==> src/hdl/axi2axil_pkg.sv <==
package axi2axil_pkg;

  // --------------------------------------------------------------------------
  // AXI field types
  // --------------------------------------------------------------------------

  // Beats in a burst minus one
  typedef logic [7:0] burst_len_t;
  // Bytes per beat as a power of two
  typedef logic [2:0] burst_size_t;
  typedef logic [1:0] burst_type_t;
  typedef logic [1:0] resp_t;
  typedef logic [2:0] prot_t;

  // Burst kinds as coded on AxBURST
  localparam burst_type_t BURST_FIXED = 2'd0;
  localparam burst_type_t BURST_INCR  = 2'd1;
  // Only recognized so it can be flagged
  localparam burst_type_t BURST_WRAP  = 2'd2;

  // Response codes, a larger value is the more severe one
  localparam resp_t RESP_OKAY   = 2'd0;
  localparam resp_t RESP_EXOKAY = 2'd1;
  localparam resp_t RESP_SLVERR = 2'd2;
  localparam resp_t RESP_DECERR = 2'd3;

  // --------------------------------------------------------------------------
  // Sequencer states
  // --------------------------------------------------------------------------

  // Write path, one Lite AW/W/B round per beat
  typedef enum logic [2:0] {
    W_IDLE = 3'd0,
    W_ADDR = 3'd1,
    W_DATA = 3'd2,
    W_RESP = 3'd3,
    W_DONE = 3'd4
  } write_state_t;

  // Read path, one Lite AR/R round per beat
  typedef enum logic [1:0] {
    R_IDLE = 2'd0,
    R_ADDR = 2'd1,
    R_DATA = 2'd2
  } read_state_t;

endpackage
==> src/hdl/axi2axil_bridge.sv <==
`timescale 1ns/100ps

module axi2axil_bridge import axi2axil_pkg::*; #(
  parameter int addr_width = 12,
  parameter int data_width = 32,
  parameter int id_width   = 4
) (
  input  logic                    clk,
  input  logic                    rst,

  // --------------------------------------------------------------------------
  // AXI4 subordinate port
  // --------------------------------------------------------------------------
  input  logic [addr_width-1:0]   s_awaddr,
  input  logic [id_width-1:0]     s_awid,
  input  burst_len_t              s_awlen,
  input  burst_size_t             s_awsize,
  input  burst_type_t             s_awburst,
  input  prot_t                   s_awprot,
  input  logic                    s_awvalid,
  output logic                    s_awready,
  input  logic [data_width-1:0]   s_wdata,
  input  logic [data_width/8-1:0] s_wstrb,
  input  logic                    s_wvalid,
  output logic                    s_wready,
  output logic [id_width-1:0]     s_bid,
  output resp_t                   s_bresp,
  output logic                    s_bvalid,
  input  logic                    s_bready,
  input  logic [addr_width-1:0]   s_araddr,
  input  logic [id_width-1:0]     s_arid,
  input  burst_len_t              s_arlen,
  input  burst_size_t             s_arsize,
  input  burst_type_t             s_arburst,
  input  prot_t                   s_arprot,
  input  logic                    s_arvalid,
  output logic                    s_arready,
  output logic [data_width-1:0]   s_rdata,
  output resp_t                   s_rresp,
  output logic [id_width-1:0]     s_rid,
  output logic                    s_rlast,
  output logic                    s_rvalid,
  input  logic                    s_rready,

  // --------------------------------------------------------------------------
  // AXI4-Lite manager port
  // --------------------------------------------------------------------------
  output logic [addr_width-1:0]   m_awaddr,
  output prot_t                   m_awprot,
  output logic                    m_awvalid,
  input  logic                    m_awready,
  output logic [data_width-1:0]   m_wdata,
  output logic [data_width/8-1:0] m_wstrb,
  output logic                    m_wvalid,
  input  logic                    m_wready,
  input  resp_t                   m_bresp,
  input  logic                    m_bvalid,
  output logic                    m_bready,
  output logic [addr_width-1:0]   m_araddr,
  output prot_t                   m_arprot,
  output logic                    m_arvalid,
  input  logic                    m_arready,
  input  logic [data_width-1:0]   m_rdata,
  input  resp_t                   m_rresp,
  input  logic                    m_rvalid,
  output logic                    m_rready
);

  // Write path, runs independently of reads
  axi2axil_write #(
    .addr_width (addr_width),
    .data_width (data_width),
    .id_width   (id_width)
  ) write_i (
    .clk       (clk),
    .rst       (rst),
    .awaddr    (s_awaddr),
    .awid      (s_awid),
    .awlen     (s_awlen),
    .awsize    (s_awsize),
    .awburst   (s_awburst),
    .awprot    (s_awprot),
    .awvalid   (s_awvalid),
    .awready   (s_awready),
    .wdata     (s_wdata),
    .wstrb     (s_wstrb),
    .wvalid    (s_wvalid),
    .wready    (s_wready),
    .bid       (s_bid),
    .bresp     (s_bresp),
    .bvalid    (s_bvalid),
    .bready    (s_bready),
    .m_awaddr  (m_awaddr),
    .m_awprot  (m_awprot),
    .m_awvalid (m_awvalid),
    .m_awready (m_awready),
    .m_wdata   (m_wdata),
    .m_wstrb   (m_wstrb),
    .m_wvalid  (m_wvalid),
    .m_wready  (m_wready),
    .m_bresp   (m_bresp),
    .m_bvalid  (m_bvalid),
    .m_bready  (m_bready)
  );

  // Read path
  axi2axil_read #(
    .addr_width (addr_width),
    .data_width (data_width),
    .id_width   (id_width)
  ) read_i (
    .clk       (clk),
    .rst       (rst),
    .araddr    (s_araddr),
    .arid      (s_arid),
    .arlen     (s_arlen),
    .arsize    (s_arsize),
    .arburst   (s_arburst),
    .arprot    (s_arprot),
    .arvalid   (s_arvalid),
    .arready   (s_arready),
    .rdata     (s_rdata),
    .rresp     (s_rresp),
    .rid       (s_rid),
    .rlast     (s_rlast),
    .rvalid    (s_rvalid),
    .rready    (s_rready),
    .m_araddr  (m_araddr),
    .m_arprot  (m_arprot),
    .m_arvalid (m_arvalid),
    .m_arready (m_arready),
    .m_rdata   (m_rdata),
    .m_rresp   (m_rresp),
    .m_rvalid  (m_rvalid),
    .m_rready  (m_rready)
  );

endmodule

==> src/hdl/axi2axil_read.sv <==
`timescale 1ns/100ps

module axi2axil_read import axi2axil_pkg::*; #(
  parameter int addr_width = 12,
  parameter int data_width = 32,
  parameter int id_width   = 4
) (
  input  logic                  clk,
  input  logic                  rst,

  // AXI4 read side
  input  logic [addr_width-1:0] araddr,
  input  logic [id_width-1:0]   arid,
  input  burst_len_t            arlen,
  input  burst_size_t           arsize,
  input  burst_type_t           arburst,
  input  prot_t                 arprot,
  input  logic                  arvalid,
  output logic                  arready,
  output logic [data_width-1:0] rdata,
  output resp_t                 rresp,
  output logic [id_width-1:0]   rid,
  output logic                  rlast,
  output logic                  rvalid,
  input  logic                  rready,

  // AXI4-Lite read side
  output logic [addr_width-1:0] m_araddr,
  output prot_t                 m_arprot,
  output logic                  m_arvalid,
  input  logic                  m_arready,
  input  logic [data_width-1:0] m_rdata,
  input  resp_t                 m_rresp,
  input  logic                  m_rvalid,
  output logic                  m_rready
);

  read_state_t           state;
  read_state_t           state_next;

  logic [id_width-1:0]   id_q;
  prot_t                 prot_q;

  logic                  ar_fire;
  logic                  r_fire;
  logic                  last_beat;
  logic [addr_width-1:0] beat_addr;

  assign ar_fire = arvalid && arready;
  // AXI4 and Lite R move together
  assign r_fire  = rvalid && rready;

  burst_addr_gen #(
    .addr_width (addr_width)
  ) addr_gen_i (
    .clk       (clk),
    .rst       (rst),
    .load      (ar_fire),
    .base_addr (araddr),
    .size      (arsize),
    .burst     (arburst),
    .len       (arlen),
    .advance   (r_fire),
    .beat_addr (beat_addr),
    .last_beat (last_beat)
  );

  always_ff @(posedge clk) begin
    if (ar_fire) begin
      id_q   <= arid;
      prot_q <= arprot;
    end
  end

  // --------------------------------------------------------------------------
  // Sequencer FSM
  // --------------------------------------------------------------------------

  always_ff @(posedge clk) begin
    if (rst) begin
      state <= R_IDLE;
    end else begin
      state <= state_next;
    end
  end

  always_comb begin
    state_next = state;
    case (state)
      R_IDLE: if (ar_fire) state_next = R_ADDR;
      R_ADDR: if (m_arready) state_next = R_DATA;
      R_DATA: begin
        if (r_fire) begin
          state_next = last_beat ? R_IDLE : R_ADDR;
        end
      end
      default: state_next = R_IDLE;
    endcase
  end

  assign arready = (state == R_IDLE);

  // Each Lite response goes out as its own AXI4 beat
  assign rvalid = (state == R_DATA) && m_rvalid;
  assign rdata  = m_rdata;
  assign rresp  = m_rresp;
  assign rid    = id_q;
  assign rlast  = rvalid && last_beat;

  assign m_araddr  = beat_addr;
  assign m_arprot  = prot_q;
  assign m_arvalid = (state == R_ADDR);
  assign m_rready  = (state == R_DATA) && rready;

  rlast_needs_rvalid_a: assert property (@(posedge clk) disable iff (rst)
    rlast |-> rvalid);

endmodule

==> src/hdl/axi2axil_write.sv <==
`timescale 1ns/100ps

module axi2axil_write import axi2axil_pkg::*; #(
  parameter int addr_width = 12,
  parameter int data_width = 32,
  parameter int id_width   = 4
) (
  input  logic                      clk,
  input  logic                      rst,

  // AXI4 write side
  input  logic [addr_width-1:0]     awaddr,
  input  logic [id_width-1:0]       awid,
  input  burst_len_t                awlen,
  input  burst_size_t               awsize,
  input  burst_type_t               awburst,
  input  prot_t                     awprot,
  input  logic                      awvalid,
  output logic                      awready,
  input  logic [data_width-1:0]     wdata,
  input  logic [data_width/8-1:0]   wstrb,
  input  logic                      wvalid,
  output logic                      wready,
  output logic [id_width-1:0]       bid,
  output resp_t                     bresp,
  output logic                      bvalid,
  input  logic                      bready,

  // AXI4-Lite write side
  output logic [addr_width-1:0]     m_awaddr,
  output prot_t                     m_awprot,
  output logic                      m_awvalid,
  input  logic                      m_awready,
  output logic [data_width-1:0]     m_wdata,
  output logic [data_width/8-1:0]   m_wstrb,
  output logic                      m_wvalid,
  input  logic                      m_wready,
  input  resp_t                     m_bresp,
  input  logic                      m_bvalid,
  output logic                      m_bready
);

  write_state_t          state;
  write_state_t          state_next;

  // Burst context kept for the whole burst
  logic [id_width-1:0]   id_q;
  prot_t                 prot_q;
  // Worst response seen so far
  resp_t                 resp_q;

  logic                  aw_fire;
  logic                  lite_b_fire;
  logic                  last_beat;
  logic [addr_width-1:0] beat_addr;

  assign aw_fire     = awvalid && awready;
  assign lite_b_fire = m_bvalid && m_bready;

  // --------------------------------------------------------------------------
  // Beat address
  // --------------------------------------------------------------------------

  burst_addr_gen #(
    .addr_width (addr_width)
  ) addr_gen_i (
    .clk       (clk),
    .rst       (rst),
    .load      (aw_fire),
    .base_addr (awaddr),
    .size      (awsize),
    .burst     (awburst),
    .len       (awlen),
    .advance   (lite_b_fire),
    .beat_addr (beat_addr),
    .last_beat (last_beat)
  );

  // --------------------------------------------------------------------------
  // Context and response merge
  // --------------------------------------------------------------------------

  always_ff @(posedge clk) begin
    if (aw_fire) begin
      id_q   <= awid;
      prot_q <= awprot;
      resp_q <= RESP_OKAY;
    end else if (lite_b_fire && (m_bresp > resp_q)) begin
      // Keep the more severe code
      resp_q <= m_bresp;
    end
  end

  // --------------------------------------------------------------------------
  // Sequencer FSM
  // --------------------------------------------------------------------------

  always_ff @(posedge clk) begin
    if (rst) begin
      state <= W_IDLE;
    end else begin
      state <= state_next;
    end
  end

  always_comb begin
    state_next = state;
    case (state)
      W_IDLE: if (aw_fire) state_next = W_ADDR;
      W_ADDR: if (m_awready) state_next = W_DATA;
      // Both sides move in the same cycle
      W_DATA: if (wvalid && m_wready) state_next = W_RESP;
      W_RESP: begin
        if (lite_b_fire) begin
          state_next = last_beat ? W_DONE : W_ADDR;
        end
      end
      W_DONE: if (bready) state_next = W_IDLE;
      default: state_next = W_IDLE;
    endcase
  end

  // AXI4 side
  assign awready = (state == W_IDLE);
  assign wready  = (state == W_DATA) && m_wready;
  assign bvalid  = (state == W_DONE);
  assign bid     = id_q;
  assign bresp   = resp_q;

  // Lite side, W data is a straight pass of the AXI4 beat
  assign m_awaddr  = beat_addr;
  assign m_awprot  = prot_q;
  assign m_awvalid = (state == W_ADDR);
  assign m_wdata   = wdata;
  assign m_wstrb   = wstrb;
  assign m_wvalid  = (state == W_DATA) && wvalid;
  assign m_bready  = (state == W_RESP);

  // Merged response is held until taken
  bvalid_hold_a: assert property (@(posedge clk) disable iff (rst)
    bvalid && !bready |=> bvalid && $stable(bresp) && $stable(bid));

endmodule

==> src/hdl/burst_addr_gen.sv <==
`timescale 1ns/100ps

module burst_addr_gen import axi2axil_pkg::*; #(
  parameter int addr_width = 12
) (
  input  logic                  clk,
  input  logic                  rst,
  input  logic                  load,
  input  logic [addr_width-1:0] base_addr,
  input  burst_size_t           size,
  input  burst_type_t           burst,
  input  burst_len_t            len,
  input  logic                  advance,
  output logic [addr_width-1:0] beat_addr,
  output logic                  last_beat
);

  // Burst context, captured on load
  logic [addr_width-1:0] base_q;
  burst_size_t           size_q;
  burst_type_t           burst_q;
  burst_len_t            len_q;
  // Index of the current beat
  burst_len_t            count;
  // Set once the final beat has been advanced past
  logic                  spent;

  always_ff @(posedge clk) begin
    if (load) begin
      base_q  <= base_addr;
      size_q  <= size;
      burst_q <= burst;
      len_q   <= len;
    end
  end

  always_ff @(posedge clk) begin
    if (rst) begin
      count <= '0;
      spent <= 1'b0;
    end else if (load) begin
      count <= '0;
      spent <= 1'b0;
    end else if (advance) begin
      count <= count + 8'd1;
      spent <= last_beat;
    end
  end

  // FIXED stays on the base, anything else steps by the beat size
  always_comb begin
    if (burst_q == BURST_FIXED) begin
      beat_addr = base_q;
    end else begin
      beat_addr = base_q + (addr_width'(count) << size_q);
    end
  end

  assign last_beat = (count == len_q);

  // Sequencer must reload before stepping a finished burst again
  advance_after_last_a: assert property (@(posedge clk) disable iff (rst)
    advance |-> !spent);

  // WRAP is not supported and runs as INCR
  no_wrap_burst_a: assert property (@(posedge clk) disable iff (rst)
    load |-> (burst != BURST_WRAP));

endmodule

==> config.mk <==
export PLATFORM = sky130hd
export DESIGN_NAME = axi2axil_bridge
export DESIGN_NICKNAME = d
export VERILOG_FILES = /design/src/hdl/axi2axil_pkg.sv /design/src/hdl/axi2axil_bridge.sv /design/src/hdl/axi2axil_read.sv /design/src/hdl/axi2axil_write.sv /design/src/hdl/burst_addr_gen.sv
export SDC_FILE = /design/constraint.sdc
export NUM_CORES = 1
export LEC_CHECK = 0
export CORE_ASPECT_RATIO = 0.75
export CORE_UTILIZATION = 58
export DETAILED_ROUTE_END_ITERATION = 8
export DONT_BUFFER_PORTS = 1
export PLACE_DENSITY = 0.84
export SYNTH_ARGS = -nofsm -noshare
export SYNTH_HDL_FRONTEND = slang
export SYNTH_SLANG_ARGS = --single-unit
==> constraint.sdc <==
create_clock -name clk -period 3.2 [get_ports clk]
set_input_delay 0.64 -clock clk [delete_from_list [all_inputs] [get_ports clk]]
set_output_delay 0.64 -clock clk [all_outputs]
set_load 0.01 [all_outputs]
# --- Yosys cells after proc, flatten, opt, wreduce, memory -nomap -nowiden ---
# Index checks and enable logic that the tools add are counted.
classes:
  addsub: 4
  magnitude_cmp: 1
  eq_ne: 16
  n_shift: 2
  muxes: 14
  n_reduce_logical: 19
ops:
  columns: ["operator", "n"]
  rows:
  - ["$add A12 B12 Y12", 2]
  - ["$mux W12", 2]
  - ["$shl A8 B3 Y12", 2]
  - ["$mux W3", 6]
  - ["$add A8 B1 Y8 const B", 2]
  - ["$eq A8 B8 Y1", 2]
  - ["$pmux W3 S5", 1]
  - ["$logic_and A1 B1 Y1", 11]
  - ["$ne A2 B1 Y1 const B", 4]
  - ["$ne A2 B2 Y1 const B", 4]
  - ["$eq A3 B2 Y1 const B", 2]
  - ["$logic_not A2 Y1", 3]
  - ["$mux W2", 3]
  - ["$pmux W2 S3", 1]
  - ["$reduce_and A5 Y1", 1]
  - ["$reduce_or A2 Y1", 2]
  - ["$eq A3 B1 Y1 const B", 1]
  - ["$eq A3 B3 Y1 const B", 1]
  - ["$logic_not A3 Y1", 1]
  - ["$reduce_and A3 Y1", 1]
  - ["$eq A2 B1 Y1 const B", 1]
  - ["$eq A2 B2 Y1 const B", 1]
  - ["$gt A2 B2 Y1", 1]
  - ["$mux W1", 1]
word_totals:
  ff_bits: 87
  in_bits: 148
  output_inout_bits: 121
  wordCells: 73

# --- Longest topological paths before layout ---
# Gate-level depths: netlist of run 1.
logic_depth:
  ltp_word: 5
  mapped_depth: 13
  ltp_nobuf: 11

# --- Cells and area by module ---
# Synthesis of run 1 repeated with hierarchy kept, for this count alone.
hier_totals:
  cells_unflattened: 564
  area_unflattened_um2: 5619.1
by_module_without_submodules:
  columns: ["module", "instances", "cells_each", "area_each_um2", "seq_area_each_um2"]
  rows:
  - ["burst_addr_gen", 2, 210, 2078.2, 910.9]
  - ["axi2axil_write", 1, 86, 858.3, 310.3]
  - ["axi2axil_read", 1, 58, 604.3, 250.2]

# --- Least setup slack after synthesis of run 1 ---
# Ideal clock, no wire load.
synth_timing:
  path_kind: "register -> output"
  from: "reg write_i.addr_gen_i.size_q[0]"
  to: "out m_awaddr[11]"
  t_arrival_ns: 2.844
  required_ns: 2.560
  slack_ns: -0.284
  stages_incl_launch_ff: 13
  n_path_buf: 2
  cell_sequence: "edfxtp_1 > buf_2 > mux2_2 > mux2_2 > nor2_1 > a21oi_1 > ha_1 > clkbuf_1 > a211oi_1 > o21a_1 > nor3_1 > o21a_1 > o41ai_1"
synth_via:
  elab_chain_len: 3
synth_rtl:
  columns: ["item", "line_no", "text"]
  rows:
  - ["start, declared", "burst_addr_gen.sv:20", "burst_size_t size_q;"]
  - ["start signal, assigned", "burst_addr_gen.sv:31", "size_q <= size;"]
  - ["$shl A8 B3 Y12", "burst_addr_gen.sv:55", "beat_addr = base_q + (addr_width'(count) << size_q);"]
  - ["$add A12 B12 Y12", "burst_addr_gen.sv:55", null]
  - ["$mux W12", "burst_addr_gen.sv:52", "if (burst_q == BURST_FIXED) begin"]
  - ["end, declared", "axi2axil_bridge.sv:48", "output logic [addr_width-1:0] m_awaddr,"]
# Every way passes these cells.

# --- Worst setup path in the final report of run 1 ---
# Ends and elaborated chain as after synthesis.

==> flow_summary_export.csv, run 1 <==
group,metric,value,unit
outcome,status,"finished with violations",
outcome,failed_checks,"negative setup slack",
clocking,cts-root-buf,"clkbuf_16",
critical_path,r2r_end,"write_i.addr_gen_i.count[7]$_SDFFE_PP0P_",
critical_path,reg2reg_from,"write_i.state[1]$_SDFFE_PP0P_",
pwr,peakVddDrop,0.0003695,V
pwr,p_seq_share,45.7,%
die,num_rows,30,
critical_path,worst_ep_required_time,2.56,ns
synth,synth_most_common_cell,"buf_4",
pwr,power_frac_clock,38.5,%
cells_and_area,final_util,72.00,%
synth,yosysUniqueCellTypes,57,
place,portBuffers,0,
critical_path,worstPathArrival,3.16,ns
sta,finalHoldViolations,0,
global_route,globalRouteTotalUtil,29.17,%
sta,fin_crit,3.802,ns
min_path,hp-class,"input pin to flop",
die,start_util,60.53,%
sta,drv_slew,0,
route,vias,4240,
sta,fmax,263.0,MHz
global_route,antenna_found_initial,0,
synth,yosysTopAreaCellShare,34.52,%
synth,syn-num-nets,735,
sta,setup_viol,18,
die,core_area,9196,um^2
route,wl_per_cell,21.64,um
critical_path,crit_path_max_incr_delay,0.45,ns
clocking,cts_buffer_depth,2,
synth,synth_flop_cell,"edfxtp_1",
critical_path,path_cells,"buf_4 > mux2i_4 > or3_1 > inv_1 > ha_1 > a211o_1 > o211ai_1 > a211oi_2 > nor3_1 > o31ai_2 > o41ai_2 > buf_4",
die,die_h,86.84,um
clocking,cts_tree,"built",
cells_and_area,antenna_cells,0,
critical_path,crit_type,"flop to primary output",
route,routed_wl,15340,um
sta,tns,-8.021,ns
synth,ys_seq_area_share,42.80,%
synth,synth-edff-count,64,
synth,ys_ff_latch,87,
critical_path,crit_slowest_cell,"edfxtp_1",
critical_path,reg2regPathDepth,6,
critical_path,crit_end,"m_awaddr[11]",
global_route,overflow,0,
critical_path,r2r_slack,1.35,ns
synth,netlist_top_cells_count,"buf_4, edfxtp_1, nand2_1",
place,hpwlAfterDp,10980,um
critical_path,critPathBufInv,3,
synth,yosys-top-cells-area,"edfxtp_1, buf_4, dfxtp_1",
pwr,finalPower,2.965,mW
critical_path,startpoint_type,"flop",
place,place.gp.congestion,0.9382,
pwr,p_switching,754.6,uW
critical_path,crit_family,"compound AO/OA/AOI/OAI gates",
sta,setup_ws,-0.6024,ns
clocking,cts_buffers,9,
global_route,grt_max_degree,36,
die,ioPinCount,269,
pwr,power_density,447.8,nW/um^2
pwr,leakagePower,2.719,nW
synth,yosysWarnings,0,
sta,worstMarginPinSlew,0.5038,ns
die,die_x,115.1,um
clocking,clock_latency,0.34,ns
synth,yosysTopAreaCell,"edfxtp_1",
clocking,cts_max_level,3,
synth,avgSynthCellArea,9.958,um^2
global_route,grt_pass1_wl,21560,um
sta,clock_skew,0.01165,ns
route,drc,0,
run,drv_cap,0,
pwr,combPwrFrac,15.8,%
cells_and_area,drive_gt1_share,33.39,%
route,ant_nets,0,
critical_path,crit_cells,12,
sta,max-slew-margin-rel,66.34,%
synth,synthCells,559,
clocking,path_clk_slew,0.07,ns
critical_path,cp-end-kind,"primary output",
route,avgViaCountPerCell,5.980,
pwr,power.internal,2.210,mW
critical_path,crit_path_start,"write_i.addr_gen_i.size_q[0]$_DFFE_PP_",
clocking,cts_sinks,87,
synth,ys_async_sr_fraction,0,%
cells_and_area,finalNetCount,752,
sta,rsz0062_at_grt,"yes",
route,first_pass_iters,5,
cells_and_area,areaGrowthSynthToFinish,18.95,%
synth,syn_area,5567,um^2
critical_path,cpMostUsedCell,"buf_4",
sta,finalCritPeriodShare,118.8,%
global_route,grt_pass1_vias,4030,
pwr,switching_share,25.45,%
route,drtIter0Drc,241,
die,die_area,9997,um^2
critical_path,crit_fanout,5,
[final cells by class]
| class | count | area (um^2) |
|---|---|---|
| Clock inverter | 5 | 81.33 |
| Fill cell | 614 | 2575 |
| Multi-Input combinational cell | 364 | 2944 |
| Inverter | 18 | 67.56 |
| Tap cell | 128 | 160.2 |
| Timing Repair Buffer | 96 | 743.2 |
| Sequential cell | 87 | 2382 |
| Clock buffer | 11 | 242.7 |
[worst reg2reg max path: cells and delay by family, from the launching register on]
| family | cells | cell delay, ns |
|---|---|---|
| and+or+nand+nor | 5 | 1.10 |
| DFF | 1 | 0.50 |
| xor gates and xnor gates | 1 | 0.15 |
[kinds of logic after synthesis]
logic type               Yosys count  synth area share [%]
XOR/XNOR                          40                 6.294
AO/OA/AOI/OAI                    106                 12.61
multiplexers                      27                 5.372
adder cells (fa/ha/maj)           28                 6.563
buffers and inverters            108                 12.29
flip-flops                        87                 42.80
AND/OR/NAND/NOR                  163                 14.07
[sequential cells by signal, summed over array words and instances (netlist names), 4 cells and up]
name,flops
read_i.addr_gen_i.count,8
write_i.addr_gen_i.count,8
write_i.addr_gen_i.len_q,8
write_i.bid,4
read_i.addr_gen_i.len_q,8
read_i.rid,4
read_i.addr_gen_i.base_q,12
write_i.addr_gen_i.base_q,12
[routing by layer]
metal	part of all wire [%]	wire [um]	global-route usage, %	vias to the layer above
li1	-	-	-	1962
met1	39	5928	36.55	1971
met2	46	7066	45.29	273
met3	13	1938	13.50	34
met4	2.7	408	8.264	0
met5	0	0	0	-
[power by group through the flow]
stage               combinational, mW  clock (mW)  sequential, mW
floorplan                       0.363           0            1.35
global placement                0.378           0            1.37
detailed placement              0.389           0            1.37
CTS                             0.425        1.15            1.35
global route                    0.507        1.19            1.36
finish                          0.470        1.14            1.35
[cell usage in the layout, fill, tap and decap left out, types with 6 or more instances in the layout]
master	synthesis	final
o21ai_0	22	8
o21ai_2	1	8
clkbuf_16	0	9
nor3_1	15	13
edfxtp_1	64	64
nand4_1	6	6
inv_1	18	17
and2_1	8	7
and3_1	8	8
o21ai_1	1	8
buf_6	1	6
ha_1	26	17
nand2_1	54	53
a21oi_2	0	6
a21o_1	9	9
mux2_2	13	10
buf_4	71	90
nor2_1	39	38
nand2b_1	9	8
xor2_1	34	34
o21a_1	9	9
a21oi_1	19	12
dfxtp_1	23	23
ha_4	0	8
[per-stage QoR]
step	instance area [um^2]	hold WS, ns	setup slack, ns	std cells
finish	6621	0.3683	-0.6024	709
floorplan	5625	0.4956	-0.05529	559
detailed placement	5712	0.5737	-0.4048	670
global placement	5712	0.5417	-0.3089	670
CTS	6356	0.3646	-0.5647	699
global route	6621	0.3603	-0.7161	709
[what timing repair did]
item / 4_1_cts / 5_1_grt
cloned: 1 / 0
setup buffers: 12 / 11
resized for setup: 57 / 36
hold buffers: 0 / 0
pin swaps: 27 / 25
endpoints found under the setup margin: 19 / 19
[worst min-delay path by stage]
stage / startpoint / endpoint / slack, ns / cells past startpoint
floorplan: write_i.addr_gen_i.count[1]$_SDFFE_PP0P_ / write_i.addr_gen_i.count[1]$_SDFFE_PP0P_ / 0.50 / 2
global placement: write_i.state[2]$_SDFFE_PP0P_ / write_i.state[1]$_SDFFE_PP0P_ / 0.54 / 1
detailed placement: write_i.state[2]$_SDFFE_PP0P_ / write_i.state[1]$_SDFFE_PP0P_ / 0.57 / 1
CTS: rst / read_i.state[0]$_SDFFE_PP0P_ / 0.36 / 1
global route: rst / read_i.state[0]$_SDFFE_PP0P_ / 0.36 / 1
finish: rst / read_i.state[0]$_SDFFE_PP0P_ / 0.37 / 1
No activity file was read; power rests on OpenSTA's default activity.
==> inputs of run 2 (changes only) <==
Settings changed: CORE_AREA set to 2 2 106 108, CORE_ASPECT_RATIO 0.75 to unset, CORE_UTILIZATION 58 to unset, DIE_AREA set to 0 0 108 110, GPL_ROUTABILITY_DRIVEN set to 0, PLACE_DENSITY 0.84 to 0.75.
Clock period 3.2 ns to 4.9 ns, I/O delays scaled along.
==> flow_summary_export.csv, run 2 (synthesis gave the netlist of run 1 again) <==
group,metric,value,unit
pwr,finalPower,1.604,mW
cells_and_area,final_util,50.01,%
run,drv_cap,0,
min_path,holdPathStages,2,
critical_path,crit_family,"compound AO/OA/AOI/OAI gates",
global_route,grt_pass1_wl,21130,um
pwr,power.internal,1.158,mW
die,start_util,52.04,%
critical_path,startpoint_type,"flop",
sta,holdWs,0.5784,ns
global_route,globalRouteTotalUtil,24.16,%
place,portBuffers,0,
clocking,post_cts_resized,0,
critical_path,reg2regPathDepth,6,
route,ant_nets,0,
cells_and_area,drive_gt1_share,7.187,%
die,ioPinCount,269,
clocking,cts_sinks,87,
cells_and_area,finalNetCount,658,
critical_path,crit_cells,10,
die,num_rows,38,
sta,clock_skew,0.01659,ns
min_path,hp-class,"flop to flop",
sta,rsz0062_at_grt,"no",
sta,tns,0,ns
sta,fmax,221.0,MHz
sta,drv_slew,0,
route,drc,0,
cells_and_area,areaGrowthSynthToFinish,-3.889,%
outcome,status,"finished clean",
route,routed_wl,14340,um
sta,fin_crit,4.524,ns
pwr,switching_share,27.79,%
clocking,cts_tree,"built",
clocking,cts_buffer_depth,2,
cells_and_area,layout_common_cells,"edfxtp_1, nand2_1, nor2_1",
place,hpwlAfterDp,11470,um
route,drtIter0Drc,293,
critical_path,crit_type,"flop to primary output",
pwr,peakVddDrop,0.0002699,V
die,core_area,10700,um^2
critical_path,worstPathArrival,3.54,ns
route,first_pass_iters,4,
cells_and_area,fillers,988,
clocking,post_cts.repair.setup_buffers,0,
pwr,power_frac_clock,32.5,%
route,avgViaCountPerCell,6.027,
pwr,p_seq_share,55.1,%
pwr,leakagePower,2.137,nW
critical_path,crit_path_max_incr_delay,0.60,ns
route,wl_per_cell,22.76,um
critical_path,cp-end-kind,"primary output",
clocking,cts_hold_buf,0,
critical_path,crit_slowest_cell,"edfxtp_1",
global_route,grt_pass1_vias,3766,
clocking,path_clk_slew,0.10,ns
cells_and_area,final_area,5350,um^2
pwr,combPwrFrac,12.4,%
cells_and_area,final_common_cell,"edfxtp_1",
place,place_area,5140,um^2
clocking,cts-root-buf,"clkbuf_8",
global_route,overflow,0,
clocking,cts_max_level,3,
global_route,antenna_found_initial,4,
die,die_h,110,um
sta,setup_viol,0,
route,vias,3797,
clocking,clock_latency,0.38,ns
critical_path,crit_fanout,9,
critical_path,path_cells,"mux2i_1 > mux2i_1 > mux2_2 > ha_1 > a21oi_1 > nor2b_1 > o21ai_0 > nand2b_1 > o21a_1 > o31ai_1",
sta,finalHoldViolations,0,
sta,max-slew-margin-rel,21.53,%
die,die_area,11880,um^2
cells_and_area,reg.largest.list,"read_i.addr_gen_i.base_q (12), write_i.addr_gen_i.base_q (12)",
clocking,cts_buffers,9,
sta,worstMarginPinSlew,1.173,ns
critical_path,cpMostUsedCell,"mux2i_1",
global_route,grt_max_degree,36,
critical_path,critPathBufInv,0,
critical_path,worst_ep_required_time,3.92,ns
pwr,p_switching,445.8,uW
pwr,power_density,299.8,nW/um^2
sta,finalCritPeriodShare,92.33,%
die,die_x,108,um
run 2: changes by cell type in the layout (fill, tap and decap cells not counted), moves of 8 or more:
cell | before | now
clkbuf_16 | 9 | 0
ha_1 | 17 | 26
clkbuf_8 | 1 | 9
buf_4 | 90 | 2
ha_4 | 8 | 0
mux2i_1 | 5 | 13
o21ai_0 | 8 | 22
run 2: cell type report:
| cell class | count | area, um^2 | area share, % |
|---|---|---|---|
| Clock inverter | 6 | 75.07 | 1.403 |
| Sequential cell | 87 | 2382 | 44.53 |
| Inverter | 18 | 67.56 | 1.263 |
| Tap cell | 140 | 175.2 | 3.274 |
| Antenna cell | 3 | 7.507 | 0.1403 |
| Timing Repair Buffer | 2 | 15.01 | 0.2806 |
| Clock buffer | 10 | 127.6 | 2.385 |
| Multi-Input combinational cell | 364 | 2500 | 46.73 |
run 2: per-stage QoR:
step / setup slack [ns] / instances
after floorplan: 1.076 / 559
after global routing: 0.1260 / 629
after detailed placement: 0.8230 / 611
after CTS: 0.3813 / 627
after global placement: 0.8957 / 611
final: 0.3760 / 630
run 2: path summary, 6_finish.rpt:
check | to | slack (ns) | startpoint
max | m_awaddr[10] | 0.38 | write_i.addr_gen_i.size_q[0]$_DFFE_PP_
min reg2reg | write_i.addr_gen_i.count[1]$_SDFFE_PP0P_ | 0.58 | write_i.addr_gen_i.count[1]$_SDFFE_PP0P_
min | write_i.addr_gen_i.count[1]$_SDFFE_PP0P_ | 0.58 | write_i.addr_gen_i.count[1]$_SDFFE_PP0P_
max reg2reg | write_i.addr_gen_i.count[7]$_SDFFE_PP0P_ | 3.07 | write_i.state[1]$_SDFFE_PP0P_
run 2: worst reg2reg max path: stages, from the launching register on:
cell     delay (ns)
dfxtp_1        0.53
and3b_1        0.34
and2_1         0.29
and3_1         0.23
nand4_1        0.12
xor2_1         0.15
nor2_1         0.05
run 2: power by group through the flow:
stage | Sequential (mW) | Combinational (mW) | Clock, mW
6_report | 0.884 | 0.198 | 0.521
5_1_grt | 0.891 | 0.218 | 0.557
4_1_cts | 0.884 | 0.198 | 0.539
3_5_place_dp | 0.901 | 0.197 | 0
3_3_place_gp | 0.898 | 0.189 | 0
2_1_floorplan | 0.882 | 0.230 | 0
run 2: layer usage:
layer  routed length, um  track usage (%)  share of wire (%)  up-vias
li1                    -                -                  -     1776
met1                4864            23.61                 34     1764
met2                6674            37.87                 47      197
met3                2107            17.23                 15       56
met4                 606            12.36                4.2        4
met5                  86            4.464               0.60        -
==> inputs of run 3 (changes only) <==
Settings changed: ABC_AREA set to 1, CORE_AREA 2 2 106 108 to unset, CORE_ASPECT_RATIO set to 0.75, CORE_UTILIZATION set to 60, DIE_AREA 0 0 108 110 to unset, PLACE_DENSITY 0.75 to 0.84, SLEW_MARGIN set to 20.
==> flow_summary_export.csv, run 3 <==
group,metric,value,unit
sta,clock_skew,0.009878,ns
cells_and_area,drive_gt1_share,5.117,%
pwr,peakVddDrop,0.0002240,V
synth,yosysTopAreaCellShare,32.65,%
cells_and_area,reg.largest.list,"read_i.addr_gen_i.base_q (12), write_i.addr_gen_i.base_q (12)",
sta,holdWs,0.5344,ns
critical_path,critPathBufInv,1,
sta,finalCritPeriodShare,79.95,%
sta,setup_viol,0,
cells_and_area,layout_common_cells,"nand2_1, inv_1, edfxtp_1",
cells_and_area,antenna_cells,0,
synth,synth_flop_cell,"edfxtp_1",
place,dp_cells,796,
clocking,cts_tree,"built",
route,drtIter0Drc,376,
cells_and_area,finalNetCount,855,
critical_path,startpoint_type,"flop",
sta,worstMarginPinSlew,0.9742,ns
synth,yosysTopAreaCell,"edfxtp_1",
sta,tns,0,ns
route,drc,0,
critical_path,crit_fanout,14,
critical_path,worstPathArrival,2.94,ns
route,first_pass_iters,6,
die,die_h,87.78,um
sta,drv_slew,0,
die,ioPinCount,269,
clocking,cts-root-buf,"clkbuf_16",
place,pre_cts_ws,1.426,ns
die,start_util,63.48,%
critical_path,crit_path_max_incr_delay,0.55,ns
sta,finalHoldViolations,0,
clocking,post_cts.repair.setup_buffers,0,
route,avgViaCountPerCell,5.830,
place,portBuffers,0,
route,vias,4734,
global_route,grt_max_degree,34,
critical_path,worst_ep_required_time,3.92,ns
global_route,globalRouteTotalUtil,27.70,%
critical_path,cpMostUsedCell,"nand2_1",
cells_and_area,areaGrowthSynthToFinish,-0.9779,%
synth,yosys-top-cells-area,"edfxtp_1, nand2_1, buf_4",
global_route,grt_pass1_vias,4343,
synth,synth-edff-count,64,
route,routed_wl,14250,um
pwr,power_density,409.2,nW/um^2
clocking,cts_buffers,9,
clocking,cts_sinks,87,
die,num_rows,30,
sta,rsz0062_at_grt,"no",
cells_and_area,final_cells,812,
outcome,status,"finished clean",
clocking,cts_hold_buf,0,
pwr,leakagePower,2.442,nW
pwr,finalPower,2.385,mW
sta,setup_ws,0.9826,ns
critical_path,crit_type,"flop to primary output",
place,hpwlAfterDp,11340,um
run,drv_cap,0,
synth,yosysUniqueCellTypes,37,
synth,syn-num-nets,921,
global_route,overflow,0,
synth,ys_async_sr_fraction,0,%
global_route,antenna_found_initial,0,
cells_and_area,final_common_cell,"nand2_1",
sta,fmax,255.3,MHz
critical_path,crit_slowest_cell,"edfxtp_1",
die,die_x,116.4,um
clocking,cts_max_level,3,
critical_path,crit_family,"simple AND/OR/NAND/NOR gates",
global_route,grt_pass1_wl,21220,um
synth,synth_most_common_cell,"nand2_1",
synth,yosysWarnings,0,
synth,ys_seq_area_share,40.48,%
clocking,post_cts_resized,0,
route,ant_nets,0,
synth,syn_area,5886,um^2
sta,max-slew-margin-rel,34.90,%
route,wl_per_cell,17.55,um
synth,synthCells,745,
synth,ys_ff_latch,87,
synth,netlist_top_cells_count,"nand2_1, inv_1, buf_4",
clocking,clock_latency,0.34,ns
clocking,path_clk_slew,0.07,ns
critical_path,cp-end-kind,"primary output",
clocking,cts_buffer_depth,2,
critical_path,path_cells,"inv_1 > nand2_1 > nand3_1 > o21ai_0 > o21ai_0 > ha_1 > nand2_1 > nor2_1 > o21ai_0 > nand3_1 > nand2_1 > nand3_1 > nand2_1",
synth,avgSynthCellArea,7.900,um^2
die,core_area,9271,um^2
die,die_area,10210,um^2
sta,fin_crit,3.917,ns
min_path,hp-class,"flop to flop",
run 3: metrics by stage:
step           area, um^2  util [%]
2_1_floorplan        5886         -
3_3_place_gp         5505     59.38
3_5_place_dp         5505     59.38
4_1_cts              5828     62.86
5_1_grt              5828     62.86
6_report             5828     62.86
run 3: power breakdown:
part           leakage [nW]  internal (mW)  switching [mW]
sequential            0.794          0.921          0.0919
clock                 0.160          0.432           0.292
combinational          1.49          0.196           0.451
total                  2.44           1.55           0.835
run 3: kinds of logic after synthesis:
family / share of synthesized area [%]
muxes: 1.020
xor gates and xnor gates: 4.316
AOI/OAI and AO/OA: 9.226
buffers and inverters: 15.73
DFF: 40.48
and+or+nand+nor: 23.02
adders and majority gates: 6.207
run 3: worst reg2reg max path, cell delays in order (launching register included):
cell and delay [ns]:
dfxtp_1 0.34, nor2_1 0.30, inv_1 0.13, nor2_4 0.75, nor2_1 0.25, inv_1 0.20
nor3_1 0.08
run 3: final timing paths:
check                                           start                                       end  slack, ns  depth (start not counted)
min          write_i.addr_gen_i.count[6]$_SDFFE_PP0P_  write_i.addr_gen_i.count[6]$_SDFFE_PP0P_       0.53                          2
max reg2reg              read_i.state[1]$_SDFFE_PP0P_   read_i.addr_gen_i.count[2]$_SDFFE_PP0P_       2.74                          6
max            write_i.addr_gen_i.size_q[0]$_DFFE_PP_                              m_awaddr[10]       0.98                         13
min reg2reg  write_i.addr_gen_i.count[6]$_SDFFE_PP0P_  write_i.addr_gen_i.count[6]$_SDFFE_PP0P_       0.53                          2
run 3: cell type report:
type	count	area [um^2]
fillers	791	3443
multi-input cells	484	2585
flip-flops and latches	87	2382
inverters	94	355.3
clock buffers	10	250.2
well taps	128	160.2
clock inverters	6	72.57
repair buffers	3	22.52
run 3: routing by layer:
metal	vias up	global-route usage (%)	part of all wire (%)
li1	2238	-	-
met1	2166	32.03	37
met2	300	45.99	48
met3	28	11.97	13
met4	2	8.974	1.6
met5	-	3.810	0.36
